`config.mk`:
```
export PLATFORM = sky130hd
export DESIGN_NAME = mini_core
export DESIGN_NICKNAME = d
export VERILOG_FILES = /design/src/hdl/mini_core_pkg.sv /design/src/hdl/mini_core.sv /design/src/hdl/mini_core_ctrl.sv /design/src/hdl/mini_core_exe.sv /design/src/hdl/mini_core_rf.sv
export VERILOG_INCLUDE_DIRS = /design/src /design/src/hdl
export SDC_FILE = /design/constraint.sdc
export NUM_CORES = 2
export LEC_CHECK = 0
export BUFFER_PORTS_ARGS = -buffer_cell sky130_fd_sc_hd__buf_2
export CORE_MARGIN = 1
export CORE_UTILIZATION = 45
export CTS_CLUSTER_SIZE = 20
export DETAILED_ROUTE_END_ITERATION = 7
export GPL_ROUTABILITY_DRIVEN = 0
export PLACE_DENSITY = 0.69
export SLEW_MARGIN = 30
export SYNTH_ARGS = -nofsm -noshare
export SYNTH_HDL_FRONTEND = slang
export SYNTH_HIERARCHICAL = 1
export SYNTH_SLANG_ARGS = --single-unit
```
`constraint.sdc`:
```
create_clock -name Clock -period 11.8 [get_ports Clock]
set_input_delay 0.59 -clock Clock [delete_from_list [all_inputs] [get_ports Clock]]
set_output_delay 0.59 -clock Clock [all_outputs]
set_load 0.01 [all_outputs]
```
`src/hdl/mini_core_consts.svh`:
```
// Core constants: register count, data width, RV32I opcodes and function codes
`ifndef MINI_CORE_CONSTS_SVH
`define MINI_CORE_CONSTS_SVH
`default_nettype none

// Highest register index, 15 gives an RV32E-like file
`define MINI_CORE_RF_NUM_MSB     31
`define MINI_CORE_DATA_W         32

// Accepted major opcodes
`define MINI_CORE_OPCODE_OP      7'b0110011
`define MINI_CORE_OPCODE_OP_IMM  7'b0010011

// funct3 encodings, shared by OP and OP-IMM
`define MINI_CORE_FUNCT3_ADD_SUB 3'b000
`define MINI_CORE_FUNCT3_SLL     3'b001
`define MINI_CORE_FUNCT3_SLT     3'b010
`define MINI_CORE_FUNCT3_XOR     3'b100
`define MINI_CORE_FUNCT3_SRL     3'b101
`define MINI_CORE_FUNCT3_OR      3'b110
`define MINI_CORE_FUNCT3_AND     3'b111

// funct7 values, ALT selects SUB
`define MINI_CORE_FUNCT7_BASE    7'b0000000
`define MINI_CORE_FUNCT7_ALT     7'b0100000

`default_nettype wire
`endif

```
`src/hdl/mini_core_pkg.sv`:
```
// Package: instruction union, ALU operation enum, per-stage control structs
`default_nettype none

package mini_core_pkg;

    // ---------------------------------------------------------
    // Instruction word views
    // ---------------------------------------------------------
    // R-type layout
    typedef struct packed {
        logic [6:0] Funct7;
        logic [4:0] Rs2;
        logic [4:0] Rs1;
        logic [2:0] Funct3;
        logic [4:0] Rd;
        logic [6:0] Opcode;
    } t_instr_r;

    // I-type layout, imm replaces funct7 and rs2
    typedef struct packed {
        logic [11:0] Imm;
        logic [4:0]  Rs1;
        logic [2:0]  Funct3;
        logic [4:0]  Rd;
        logic [6:0]  Opcode;
    } t_instr_i;

    // One 32-bit word, two decodes
    typedef union packed {
        t_instr_r R;
        t_instr_i I;
    } t_instr;

    // ---------------------------------------------------------
    // ALU operations
    // ---------------------------------------------------------
    typedef enum logic [3:0] {
        ALU_ADD = 4'd0,
        ALU_SUB = 4'd1,
        ALU_AND = 4'd2,
        ALU_OR  = 4'd3,
        ALU_XOR = 4'd4,
        ALU_SLL = 4'd5,
        ALU_SRL = 4'd6,
        ALU_SLT = 4'd7
    } t_alu_op;

    // ---------------------------------------------------------
    // Stage control
    // ---------------------------------------------------------
    // Register file control, 17 bits
    typedef struct packed {
        logic [4:0] RegSrc1Q101H;
        logic [4:0] RegSrc2Q101H;
        logic [4:0] RegDstQ105H;
        logic       RegWrEnQ105H;   // Already qualified by Ready
        logic       ValidQ101H;     // Spare padding bit
    } t_ctrl_rf;

    // Execute control, enables here are the raw stored ones
    typedef struct packed {
        t_alu_op    AluOpQ102H;
        logic       UseImmQ102H;
        logic [4:0] RegSrc1Q102H;
        logic [4:0] RegSrc2Q102H;
        logic [4:0] RegDstQ103H;
        logic [4:0] RegDstQ104H;
        logic [4:0] RegDstQ105H;
        logic       RegWrEnQ103H;
        logic       RegWrEnQ104H;
        logic       RegWrEnQ105H;
    } t_ctrl_exe;

endpackage

`default_nettype wire

```
`src/hdl/mini_core.sv`:
```
// Top level: ctrl, register file and execute stages wired together
`timescale 1ns/1ns
`include "mini_core_consts.svh"
`default_nettype none

module mini_core
import mini_core_pkg::*;
(
    input  logic        Clock,
    input  logic        Reset,
    input  logic        Ready,
    input  logic        InstrValidQ101H,
    input  var t_instr  InstrQ101H,
    input  logic [31:0] PcQ101H,
    // Write-back port
    output logic        WbEnQ105H,
    output logic [4:0]  WbDstQ105H,
    output logic [31:0] WbDataQ105H
);

t_ctrl_rf    CtrlRf;
t_ctrl_exe   CtrlExe;
logic [31:0] ImmediateQ101H;
logic [31:0] ImmediateQ102H;
logic [31:0] PcQ102H;           // No consumer in this subset
logic [31:0] RegRdData1Q102H;
logic [31:0] RegRdData2Q102H;
logic [31:0] RegWrDataQ105H;

// ---------------------------------------------------------
// Stages
// ---------------------------------------------------------
mini_core_ctrl mini_core_ctrl (
    .Clock           (Clock),
    .Reset           (Reset),
    .Ready           (Ready),
    .InstrValidQ101H (InstrValidQ101H),
    .InstrQ101H      (InstrQ101H),
    .ImmediateQ101H  (ImmediateQ101H),
    .CtrlRf          (CtrlRf),
    .CtrlExe         (CtrlExe)
);

mini_core_rf #(.RF_NUM_MSB(`MINI_CORE_RF_NUM_MSB)) mini_core_rf (
    .Clock           (Clock),
    .Ready           (Ready),
    .Ctrl            (CtrlRf),
    .PcQ101H         (PcQ101H),
    .ImmediateQ101H  (ImmediateQ101H),
    .RegWrDataQ105H  (RegWrDataQ105H),
    .PcQ102H         (PcQ102H),
    .ImmediateQ102H  (ImmediateQ102H),
    .RegRdData1Q102H (RegRdData1Q102H),
    .RegRdData2Q102H (RegRdData2Q102H)
);

mini_core_exe mini_core_exe (
    .Clock           (Clock),
    .Reset           (Reset),
    .Ready           (Ready),
    .Ctrl            (CtrlExe),
    .RegRdData1Q102H (RegRdData1Q102H),
    .RegRdData2Q102H (RegRdData2Q102H),
    .ImmediateQ102H  (ImmediateQ102H),
    .RegWrDataQ105H  (RegWrDataQ105H)
);

// Write-back port, same qualified enable as the register file write
assign WbEnQ105H   = CtrlRf.RegWrEnQ105H;
assign WbDstQ105H  = CtrlRf.RegDstQ105H;
assign WbDataQ105H = RegWrDataQ105H;

endmodule

`default_nettype wire

```
`src/hdl/mini_core_ctrl.sv`:
```
// Decode and control pipe: Q101H decode, control fields registered through Q105H
`timescale 1ns/1ns
`include "mini_core_consts.svh"
`default_nettype none

module mini_core_ctrl
import mini_core_pkg::*;
(
    input  logic        Clock,
    input  logic        Reset,
    input  logic        Ready,
    input  logic        InstrValidQ101H,
    input  var t_instr  InstrQ101H,
    output logic [31:0] ImmediateQ101H,
    output t_ctrl_rf    CtrlRf,
    output t_ctrl_exe   CtrlExe
);

// Q101H decode
logic       IsOpQ101H;
logic       IsOpImmQ101H;
logic       SupportedQ101H;
logic       ValidQ101H;
t_alu_op    AluOpQ101H;
logic [4:0] RegSrc2Q101H;

// Stage registers
t_alu_op    AluOpQ102H;
logic       UseImmQ102H;
logic [4:0] RegSrc1Q102H;
logic [4:0] RegSrc2Q102H;
logic [4:0] RegDstQ102H;
logic [4:0] RegDstQ103H;
logic [4:0] RegDstQ104H;
logic [4:0] RegDstQ105H;
logic       RegWrEnQ102H;
logic       RegWrEnQ103H;
logic       RegWrEnQ104H;
logic       RegWrEnQ105H;

// ---------------------------------------------------------
// Q101H decode
// ---------------------------------------------------------
assign IsOpQ101H    = (InstrQ101H.R.Opcode == `MINI_CORE_OPCODE_OP);
assign IsOpImmQ101H = (InstrQ101H.I.Opcode == `MINI_CORE_OPCODE_OP_IMM);

always_comb begin
    AluOpQ101H     = ALU_ADD;
    SupportedQ101H = 1'b0;
    if (IsOpQ101H) begin
        SupportedQ101H = 1'b1;
        case (InstrQ101H.R.Funct3)
            `MINI_CORE_FUNCT3_ADD_SUB: begin
                AluOpQ101H = (InstrQ101H.R.Funct7 == `MINI_CORE_FUNCT7_ALT) ? ALU_SUB : ALU_ADD;
            end
            `MINI_CORE_FUNCT3_SLL: AluOpQ101H = ALU_SLL;
            `MINI_CORE_FUNCT3_SLT: AluOpQ101H = ALU_SLT;
            `MINI_CORE_FUNCT3_XOR: AluOpQ101H = ALU_XOR;
            `MINI_CORE_FUNCT3_SRL: AluOpQ101H = ALU_SRL;
            `MINI_CORE_FUNCT3_OR:  AluOpQ101H = ALU_OR;
            `MINI_CORE_FUNCT3_AND: AluOpQ101H = ALU_AND;
            default:               SupportedQ101H = 1'b0;   // SLTU
        endcase
        // Alternate funct7 only legal on SUB, so SRA drops out here
        if ((InstrQ101H.R.Funct7 != `MINI_CORE_FUNCT7_BASE) &&
            !((InstrQ101H.R.Funct7 == `MINI_CORE_FUNCT7_ALT) &&
              (InstrQ101H.R.Funct3 == `MINI_CORE_FUNCT3_ADD_SUB))) begin
            SupportedQ101H = 1'b0;
        end
    end else if (IsOpImmQ101H) begin
        SupportedQ101H = 1'b1;
        case (InstrQ101H.I.Funct3)
            `MINI_CORE_FUNCT3_ADD_SUB: AluOpQ101H = ALU_ADD;
            `MINI_CORE_FUNCT3_SLT:     AluOpQ101H = ALU_SLT;
            `MINI_CORE_FUNCT3_XOR:     AluOpQ101H = ALU_XOR;
            `MINI_CORE_FUNCT3_OR:      AluOpQ101H = ALU_OR;
            `MINI_CORE_FUNCT3_AND:     AluOpQ101H = ALU_AND;
            default:                   SupportedQ101H = 1'b0;   // Immediate shifts, SLTIU
        endcase
    end
end

// Anything else turns into a bubble
assign ValidQ101H = InstrValidQ101H && SupportedQ101H;

// Sign-extended I-type immediate
assign ImmediateQ101H = {{20{InstrQ101H.I.Imm[11]}}, InstrQ101H.I.Imm};

// No second source read for I-type
assign RegSrc2Q101H = IsOpImmQ101H ? 5'b0 : InstrQ101H.R.Rs2;

// ---------------------------------------------------------
// Pipe registers Q102H..Q105H
// ---------------------------------------------------------
// Valid and write enables
always_ff @(posedge Clock) begin
    if (Reset) begin
        RegWrEnQ102H <= 1'b0;
        RegWrEnQ103H <= 1'b0;
        RegWrEnQ104H <= 1'b0;
        RegWrEnQ105H <= 1'b0;
    end else if (Ready) begin
        RegWrEnQ102H <= ValidQ101H;
        RegWrEnQ103H <= RegWrEnQ102H;
        RegWrEnQ104H <= RegWrEnQ103H;
        RegWrEnQ105H <= RegWrEnQ104H;
    end
end

// Payload fields
always_ff @(posedge Clock) begin
    if (Ready) begin
        AluOpQ102H   <= AluOpQ101H;
        UseImmQ102H  <= IsOpImmQ101H;
        RegSrc1Q102H <= InstrQ101H.R.Rs1;
        RegSrc2Q102H <= RegSrc2Q101H;
        RegDstQ102H  <= InstrQ101H.R.Rd;
        RegDstQ103H  <= RegDstQ102H;
        RegDstQ104H  <= RegDstQ103H;
        RegDstQ105H  <= RegDstQ104H;
    end
end

// ---------------------------------------------------------
// Outgoing control
// ---------------------------------------------------------
always_comb begin
    CtrlRf.RegSrc1Q101H = InstrQ101H.R.Rs1;
    CtrlRf.RegSrc2Q101H = RegSrc2Q101H;
    CtrlRf.RegDstQ105H  = RegDstQ105H;
    // Frozen Q105H writes once, when Ready comes back
    CtrlRf.RegWrEnQ105H = RegWrEnQ105H && Ready;
    // Spare bit
    CtrlRf.ValidQ101H   = 1'b0;

    CtrlExe.AluOpQ102H   = AluOpQ102H;
    CtrlExe.UseImmQ102H  = UseImmQ102H;
    CtrlExe.RegSrc1Q102H = RegSrc1Q102H;
    CtrlExe.RegSrc2Q102H = RegSrc2Q102H;
    CtrlExe.RegDstQ103H  = RegDstQ103H;
    CtrlExe.RegDstQ104H  = RegDstQ104H;
    CtrlExe.RegDstQ105H  = RegDstQ105H;
    CtrlExe.RegWrEnQ103H = RegWrEnQ103H;
    CtrlExe.RegWrEnQ104H = RegWrEnQ104H;
    CtrlExe.RegWrEnQ105H = RegWrEnQ105H;
end

// Write-back enable known once out of reset
aWbEnKnown: assert property (@(posedge Clock) disable iff (Reset)
    !$isunknown(RegWrEnQ105H))
    else $error("mini_core_ctrl: Q105H write enable unknown");

endmodule

`default_nettype wire

```
`src/hdl/mini_core_exe.sv`:
```
// Execute stage: operand forwarding, ALU, Q103H..Q105H result registers
`timescale 1ns/1ns
`include "mini_core_consts.svh"
`default_nettype none

module mini_core_exe
import mini_core_pkg::*;
(
    input  logic          Clock,
    input  logic          Reset,
    input  logic          Ready,
    input  var t_ctrl_exe Ctrl,
    input  logic [31:0]   RegRdData1Q102H,
    input  logic [31:0]   RegRdData2Q102H,
    input  logic [31:0]   ImmediateQ102H,
    output logic [31:0]   RegWrDataQ105H
);

logic [`MINI_CORE_DATA_W-1:0] Src1FwdQ102H;
logic [`MINI_CORE_DATA_W-1:0] Src2FwdQ102H;
logic [`MINI_CORE_DATA_W-1:0] AluSrc2Q102H;
logic [`MINI_CORE_DATA_W-1:0] AluResultQ102H;
logic [`MINI_CORE_DATA_W-1:0] AluResultQ103H;
logic [`MINI_CORE_DATA_W-1:0] AluResultQ104H;
logic [4:0]                   ShamtQ102H;

// ---------------------------------------------------------
// Forwarding
// ---------------------------------------------------------
// Youngest producer wins, x0 never forwarded
function automatic logic [`MINI_CORE_DATA_W-1:0] fwdOperand(
    input logic [4:0]                   Src,
    input logic [`MINI_CORE_DATA_W-1:0] RdData
);
    logic [`MINI_CORE_DATA_W-1:0] Operand;
    Operand = RdData;
    if (Src != 5'b0) begin
        if (Ctrl.RegWrEnQ103H && (Ctrl.RegDstQ103H == Src)) begin
            Operand = AluResultQ103H;
        end else if (Ctrl.RegWrEnQ104H && (Ctrl.RegDstQ104H == Src)) begin
            Operand = AluResultQ104H;
        end else if (Ctrl.RegWrEnQ105H && (Ctrl.RegDstQ105H == Src)) begin
            // Write landed after this consumer's Q101H read
            Operand = RegWrDataQ105H;
        end
    end
    return Operand;
endfunction

always_comb begin
    Src1FwdQ102H = fwdOperand(Ctrl.RegSrc1Q102H, RegRdData1Q102H);
    Src2FwdQ102H = fwdOperand(Ctrl.RegSrc2Q102H, RegRdData2Q102H);
end

// Immediate replaces rs2 for OP-IMM
assign AluSrc2Q102H = Ctrl.UseImmQ102H ? ImmediateQ102H : Src2FwdQ102H;
assign ShamtQ102H   = AluSrc2Q102H[4:0];

// ---------------------------------------------------------
// ALU, Q102H
// ---------------------------------------------------------
always_comb begin
    case (Ctrl.AluOpQ102H)
        ALU_ADD: AluResultQ102H = Src1FwdQ102H + AluSrc2Q102H;
        ALU_SUB: AluResultQ102H = Src1FwdQ102H - AluSrc2Q102H;
        ALU_AND: AluResultQ102H = Src1FwdQ102H & AluSrc2Q102H;
        ALU_OR:  AluResultQ102H = Src1FwdQ102H | AluSrc2Q102H;
        ALU_XOR: AluResultQ102H = Src1FwdQ102H ^ AluSrc2Q102H;
        ALU_SLL: AluResultQ102H = Src1FwdQ102H << ShamtQ102H;
        ALU_SRL: AluResultQ102H = Src1FwdQ102H >> ShamtQ102H;
        // Signed compare
        ALU_SLT: begin
            AluResultQ102H = {{(`MINI_CORE_DATA_W-1){1'b0}},
                              ($signed(Src1FwdQ102H) < $signed(AluSrc2Q102H))};
        end
        default: AluResultQ102H = '0;
    endcase
end

// ---------------------------------------------------------
// Result pipe Q103H..Q105H
// ---------------------------------------------------------
always_ff @(posedge Clock) begin
    if (Ready) begin
        AluResultQ103H <= AluResultQ102H;
        AluResultQ104H <= AluResultQ103H;
        RegWrDataQ105H <= AluResultQ104H;
    end
end

// Operands that moved into Q103H as a writing instruction were known
aOperandsKnown: assert property (@(posedge Clock) disable iff (Reset)
    (Ready ##1 Ctrl.RegWrEnQ103H) |-> !$isunknown({$past(Src1FwdQ102H), $past(AluSrc2Q102H)}))
    else $error("mini_core_exe: unknown forwarded operand");

endmodule

`default_nettype wire

```
`src/hdl/mini_core_rf.sv`:
```
// Register file: x0 tie-off, Q105H-to-Q101H write forwarding, Q102H operand registers
`timescale 1ns/1ns
`include "mini_core_consts.svh"
`default_nettype none

module mini_core_rf
import mini_core_pkg::*;
#(parameter int RF_NUM_MSB = `MINI_CORE_RF_NUM_MSB)
(
    input  logic         Clock,
    input  logic         Ready,
    // Control path
    input  var t_ctrl_rf Ctrl,
    // Data path in
    input  logic [31:0]  PcQ101H,
    input  logic [31:0]  ImmediateQ101H,
    input  logic [31:0]  RegWrDataQ105H,
    // Data path out
    output logic [31:0]  PcQ102H,
    output logic [31:0]  ImmediateQ102H,
    output logic [31:0]  RegRdData1Q102H,
    output logic [31:0]  RegRdData2Q102H
);

// x0 has no storage
logic [`MINI_CORE_DATA_W-1:0] Register [1:RF_NUM_MSB];
logic                         MatchRd1AftrWrQ101H;
logic                         MatchRd2AftrWrQ101H;
logic [`MINI_CORE_DATA_W-1:0] RegRdData1Q101H;
logic [`MINI_CORE_DATA_W-1:0] RegRdData2Q101H;

// ---------------------------------------------------------
// Write port, lands at the edge ending Q105H
// ---------------------------------------------------------
always_ff @(posedge Clock) begin
    if (Ctrl.RegWrEnQ105H && (Ctrl.RegDstQ105H != 5'b0)) begin
        Register[Ctrl.RegDstQ105H] <= RegWrDataQ105H;
    end
end

// ---------------------------------------------------------
// Read ports, Q101H
// ---------------------------------------------------------
// Same-cycle write bypass
assign MatchRd1AftrWrQ101H = (Ctrl.RegSrc1Q101H == Ctrl.RegDstQ105H) && Ctrl.RegWrEnQ105H;
assign MatchRd2AftrWrQ101H = (Ctrl.RegSrc2Q101H == Ctrl.RegDstQ105H) && Ctrl.RegWrEnQ105H;

always_comb begin
    // x0 first, so an x0 producer is never bypassed
    if (Ctrl.RegSrc1Q101H == 5'b0) begin
        RegRdData1Q101H = '0;
    end else if (MatchRd1AftrWrQ101H) begin
        RegRdData1Q101H = RegWrDataQ105H;
    end else begin
        RegRdData1Q101H = Register[Ctrl.RegSrc1Q101H];
    end

    if (Ctrl.RegSrc2Q101H == 5'b0) begin
        RegRdData2Q101H = '0;
    end else if (MatchRd2AftrWrQ101H) begin
        RegRdData2Q101H = RegWrDataQ105H;
    end else begin
        RegRdData2Q101H = Register[Ctrl.RegSrc2Q101H];
    end
end

// ---------------------------------------------------------
// Q102H registers
// ---------------------------------------------------------
always_ff @(posedge Clock) begin
    if (Ready) begin
        PcQ102H         <= PcQ101H;
        ImmediateQ102H  <= ImmediateQ101H;
        RegRdData1Q102H <= RegRdData1Q101H;
        RegRdData2Q102H <= RegRdData2Q101H;
    end
end

// Array only takes known data
aWrDataKnown: assert property (@(posedge Clock)
    (Ctrl.RegWrEnQ105H && (Ctrl.RegDstQ105H != 5'b0)) |-> !$isunknown(RegWrDataQ105H))
    else $error("mini_core_rf: unknown write data for x%0d", Ctrl.RegDstQ105H);

endmodule

`default_nettype wire

```
# [Word-level counts from Yosys, hierarchy flattened]
# Memory sizes are Yosys's and may differ from the RTL's. A register that Yosys moved wholly into a read port is not among the register bits.
# Index checks and enable logic that the tools add are counted.
[classes] n_addsub=2 multipliers=0 n_div=0 magnitude_cmp=1 eq_ne=22 shift=2 mux=23 bitwise_logic=3 n_reduce_logical=22
[ops] op="2-to-1 mux 32 bit" count=9
[ops] op="one-hot mux 32 bit (8 select lines)" count=1
[ops] op="adder 32 bit" count=1
[ops] op="bitwise AND 32 bit" count=1
[ops] op="< comparator 32 bit" count=1
[ops] op="OR 32 bit" count=1
[ops] op="<< shifter 32 x 5 -> 32 bit" count=1
[ops] op="right shift 32 x 5 -> 32 bit" count=1
[ops] op="subtractor 32 bit" count=1
[ops] op="bitwise XOR 32 bit" count=1
[ops] op="equality test 5 bit" count=6
[ops] op="one-hot mux 4 bit (7 select lines)" count=1
[ops] op="equality test 4 x 3 -> 1 bit, second input constant" count=4
[ops] op="nonzero test 5 bit" count=3
[ops] op="equality test 7 x 6 -> 1 bit, second input constant" count=2
[ops] op="equality test 3 bit, second input constant" count=4
[ops] op="one-hot mux 3 bit (4 select lines)" count=1
[ops] op="logical AND 1 bit" count=11
[ops] op="logical NOT 5 bit" count=2
[ops] op="equality test 4 x 2 -> 1 bit, second input constant" count=2
[ops] op="2-to-1 mux 1 bit" count=8
[ops] op="2-to-1 mux 4 bit" count=2
[ops] op="equality test 7 x 5 -> 1 bit, second input constant" count=1
[ops] op="nonzero test 7 bit" count=1
[ops] op="other kinds (9)" count=9
[word_totals] ff_bits=147 latch_bits=0 mem_bits_rw=992 rom_bits=0 mem_count=1
[memory_table] name="mini_core_rf.Register" words=31 width=32 rd=2 rd_ports_with_merged_regs=2 write_ports=1 line="mini_core_rf.sv:26" source="logic [`MINI_CORE_DATA_W-1:0] Register [1:RF_NUM_MSB];"

# [Logic depth before layout (Yosys ltp)]
[logic_depth] word_depth=9 ltp_mapped=23 mapped_depth_nobuf=21

# [By module]
# Netlist, hierarchy kept.
[modules_own_cells] mod="mini_core_rf" instances=1 cells_per_inst=2839 area_per_inst_um2=50885.1 seq_area_each_um2=33632.3
[modules_own_cells] mod="mini_core_exe" instances=1 cells_per_inst=1813 area_per_inst_um2=14216.1 seq_area_each_um2=2882.8
[modules_own_cells] mod="mini_core_ctrl" instances=1 cells_per_inst=126 area_per_inst_um2=1744.2 seq_area_each_um2=1101.1

# [Worst setup path before layout]
# No wires, ideal clock.
[synth_timing] path_type="reg-to-reg" startpoint="register mini_core_ctrl.RegSrc2Q102H[1]" endpoint="register mini_core_exe.AluResultQ103H[27], data pin" arrival_ns=5.110 required_time_ns=11.535 setup_slack_ns=6.425 stages_incl_launch_ff=24 path_buffers=3 period_less_slack_ns=5.375 path_cell_list="edfxtp_1 -> xnor2_1 -> and4_1 -> buf_2 -> nand2_2 -> buf_1 -> mux2i_1 -> a211oi_1 -> a21oi_1 -> o21ai_0 -> mux2_2 -> ha_1 -> clkbuf_1 -> nor3b_1 -> nor3_1 -> a211oi_1 -> a2111oi_0 -> nor3_1 -> or3_1 -> a311oi_1 -> a21oi_1 -> xor2_1 -> o22ai_1 -> or3_1"
[synth_via] elab_chain_cells=9 elab_cells_between_ends=20 cone_classes="add/sub: 2; eq/ne: 3; shift: 2; mux: 6; bitwise: 3; reduce/logical: 4"
[synth_lines] element="start, declared" line="mini_core_ctrl.sv:31" source="logic [4:0] RegSrc2Q102H;"
[synth_lines] element="start signal, assigned" line="mini_core_ctrl.sv:116" source="RegSrc2Q102H <= RegSrc2Q101H;"
[synth_lines] element="equality test 5 bit" line="mini_core_exe.sv:42" source="end else if (Ctrl.RegWrEnQ105H && (Ctrl.RegDstQ105H == Src)) begin"
[synth_lines] element="logical AND 1 bit" line="mini_core_exe.sv:42"
[synth_lines] element="2-to-1 mux 32 bit" line="mini_core_exe.sv:42"
[synth_lines] element="2-to-1 mux 32 bit" line="mini_core_exe.sv:40" source="end else if (Ctrl.RegWrEnQ104H && (Ctrl.RegDstQ104H == Src)) begin"
[synth_lines] element="2-to-1 mux 32 bit" line="mini_core_exe.sv:38" source="if (Ctrl.RegWrEnQ103H && (Ctrl.RegDstQ103H == Src)) begin"
[synth_lines] element="2-to-1 mux 32 bit (*)" line="mini_core_exe.sv:37" source="if (Src != 5'b0) begin"
[synth_lines] element="2-to-1 mux 32 bit (*)" line="mini_core_exe.sv:56" source="assign AluSrc2Q102H = Ctrl.UseImmQ102H ? ImmediateQ102H : Src2FwdQ102H;"
[synth_lines] element="subtractor 32 bit (tied with other cells)" line="mini_core_exe.sv:65" source="ALU_SUB: AluResultQ102H = Src1FwdQ102H - AluSrc2Q102H;"
[synth_lines] element="one-hot mux 32 bit (8 select lines) (*)" line="mini_core_exe.sv:63" source="case (Ctrl.AluOpQ102H)"
[synth_lines] element="net mini_core_exe.AluResultQ102H[27]" line="mini_core_exe.sv:22" source="logic [`MINI_CORE_DATA_W-1:0] AluResultQ102H;"
[synth_lines] element="end signal, assigned" line="mini_core_exe.sv:85" source="AluResultQ103H <= AluResultQ102H;"
[synth_lines] element="end, declared" line="mini_core_exe.sv:23" source="logic [`MINI_CORE_DATA_W-1:0] AluResultQ103H;"
# The timed path passes the listed nets; every way through them passes the cells marked *.
# A chain may end at the register's enable or synchronous reset.

# [Final worst setup path]
[layout_timing] startpoint="register mini_core_ctrl.RegDstQ105H[2]" endpoint="register mini_core_exe.AluResultQ103H[27], data pin"
[layout_via] elab_chain_cells=9 elab_cells_between_ends=21 cone_classes="add/sub: 2; eq/ne: 2; shift: 2; mux: 10; bitwise: 3; reduce/logical: 2"
[layout_lines] element="start, declared" line="mini_core_ctrl.sv:35" source="logic [4:0] RegDstQ105H;"
[layout_lines] element="start signal, assigned" line="mini_core_ctrl.sv:120" source="RegDstQ105H <= RegDstQ104H;"
[layout_lines] element="equality test 5 bit" line="mini_core_exe.sv:42"
[layout_lines] element="logical AND 1 bit" line="mini_core_exe.sv:42"
[layout_lines] element="2-to-1 mux 32 bit" line="mini_core_exe.sv:42"
[layout_lines] element="2-to-1 mux 32 bit" line="mini_core_exe.sv:40"
[layout_lines] element="2-to-1 mux 32 bit" line="mini_core_exe.sv:38"
[layout_lines] element="2-to-1 mux 32 bit" line="mini_core_exe.sv:37"
[layout_lines] element="2-to-1 mux 32 bit" line="mini_core_exe.sv:56"
[layout_lines] element="subtractor 32 bit (tied with other cells)" line="mini_core_exe.sv:65"
[layout_lines] element="one-hot mux 32 bit (8 select lines) (*)" line="mini_core_exe.sv:63"
[layout_lines] element="net mini_core_exe.AluResultQ102H[27]" line="mini_core_exe.sv:22"
# Marked as above.

==> out/metrics.yaml <==
status:
  status: "finished with violations"
  violations: "design-rule violations"
floorplanning:
  num_rows: 140
  dieArea_um2: 148000
  die_h_um: 385
  start_util_pct: 45.3
  ios: 106
  die-width_um: 385
  coreArea_um2: 145000
worst_setup_path:
  cp_data_required_time_ps: 12310
  crit_chain: "xor2_1 > nor4_4 > nand3_2 > buf_4 > a221oi_1 > o31a_1 > inv_1 > ha_1 > nor3b_1 > nor3_1 > a211oi_1 > a2111oi_0 > nor3_1 > or3_1 > a311oi_1 > a21oi_1 > xor2_1 > o22ai_1 > or3_1"
  critPathCaptureType: "register"
  max_stage_delay_ps: 1000
  cp_max_fo: 24
  crit_start: "mini_core_ctrl/RegDstQ105H[2]"
  arrival_ps: 8090
  rrSetupSlack_ps: 4220
  startpoint_type: "register"
  r2r-start: "mini_core_ctrl/RegDstQ105H[2]"
  path_class: "register to register"
  slowest_stage: "edfxtp_1"
placed_design:
  portBuffers: 73
  place_ws_ps: 4400
  dp_hpwl_um: 132000
synthesis:
  syn_inst: 4745
  synthesis.area_um2: 65900
  syn_nets: 4920
  ys_warn_count: 6
  postSynthAreaPerCell_um2: 13.9
cts:
  clk_pin_slew_ps: 60
  clkLatencyLatePin_ps: 790
  h-tree-depth: 4
  cts-root-buf: "clkbuf_16"
  cts_tree: "built"
  cts_buffer_depth: 3
  post_cts_buffers: 0
  cts.sinks: 1222
  numCtsBuffers: 131
grt:
  first_global_vias: 44800
  grt_pass1_wl_um: 306000
  grt_overflow: 0
  grt_max_degree: 112
  antenna_found_initial: 7
  track_usage_pct: 28.3
timing:
  finalCritPeriodShare_pct: 64.2
  fin_crit_ps: 7580
  setup_violations: 0
  slew-limit-headroom_pct: 29.5
  worst_slew_pin_slew_ps: 1050
  rsz0062_at_grt: "no"
  drv_slew: 0
  timing.fmax_ghz: 0.132
  fin_skew_ps: 47.4
  final.setup.worst_slack_ps: 4220
  hold_viol: 0
  setup_tns_ps: 0
route:
  vias: 46400
  drt_iter0_drc: 6757
  wl_um: 212000
  drt_pass1_iterations: 8
  drtAntennaViolNets: 0
  detail_route.drc_violations: 59
  wl_per_cell_um: 31.6
  vias_per_cell: 6.90
finish:
  utilization_pct: 50.0
  final_cell_mix: "edfxtp_1 (1218), mux2i_1 (390), mux4_2 (287), nand2_1 (220), nor2_1 (215)"
  fin_nets: 4878
  final_common_cell: "edfxtp_1"
  area_delta_synth_final_pct: 10.3
  drive_gt1_share_pct: 21.5
pwr:
  peakVddDrop_mv: 0.154
  p_leak_nw: 24.7
  p_per_area_nw_per_um2: 147
hold_path:
  hp-class: "input pin to register"
  worstHoldStart: "InstrQ101H[24]"
job:
  cap_viol_max_count: 0
[worst paths after layout]
check	cells past startpoint	endpoint
min reg2reg	0	mini_core_ctrl/RegDstQ103H[4]
min	1	mini_core_rf/ImmediateQ102H[4]
max	19	mini_core_exe/AluResultQ103H[27]
max reg2reg	19	mini_core_exe/AluResultQ103H[27]
[flip-flops by register name (all words and copies together), names as in the netlist, 32 cells and up]
name / count
mini_core_rf/Register: 992
mini_core_rf/ImmediateQ102H: 32
mini_core_rf/RegRdData1Q102H: 32
mini_core_rf/RegRdData2Q102H: 32
mini_core_exe/RegWrDataQ105H: 32
mini_core_exe/AluResultQ104H: 32
mini_core_exe/AluResultQ103H: 32
[critical path, delay by kind of cell, from the launching register on]
kind / cells / cell delay, ps
AO/OA/AOI/OAI: 7 / 2770
AND/OR/NAND/NOR: 7 / 2150
flip-flops: 1 / 1000
buffers and inverters: 2 / 480
adder cells (fa/ha/maj): 1 / 480
XOR/XNOR: 2 / 410
[layer usage]
| metal | up-vias | GRT usage [%] | wire length, um |
|---|---|---|---|
| li1 | 19000 | - | - |
| met1 | 23300 | 37.7 | 78500 |
| met2 | 3318 | 43.1 | 95000 |
| met3 | 685 | 7.83 | 27900 |
| met4 | 4 | 13.3 | 10700 |
| met5 | - | 0 | 33 |
[final cells by class]
type / instances / area, um2
multi-input cells: 2993 / 27200
clock buffers: 163 / 3480
diodes: 3 / 7.51
well taps: 1917 / 2400
inverters: 107 / 402
repair buffers: 248 / 1790
flip-flops and latches: 1222 / 36700
clock inverters: 61 / 743
fillers: 12100 / 72700
[per-stage QoR]
stage          instance area [um2]  hold slack, ps  power, mW  cells
3_5_place_dp                 68300             406       6.56   6473
5_1_grt                      72700            25.3       10.9   6712
6_report                     72700            60.2       10.7   6714
3_3_place_gp                 68300             404       6.54   6473
2_1_floorplan                65900             400       6.04   4745
4_1_cts                      72600            8.63       10.6   6708
[power breakdown]
part | total [mW] | switching (mW) | internal, mW
sequential | 4.95 | 0.0633 | 4.88
clock | 4.11 | 1.75 | 2.35
combinational | 1.60 | 1.05 | 0.550
total | 10.7 | 2.86 | 7.79
[timing repair]
item                                   CTS  global route
endpoints found under the hold margin   11             0
gates resized for setup                  0             0
setup endpoints to repair                0             0
hold buffers                            11             0
(Power assumes the default switching activity.)
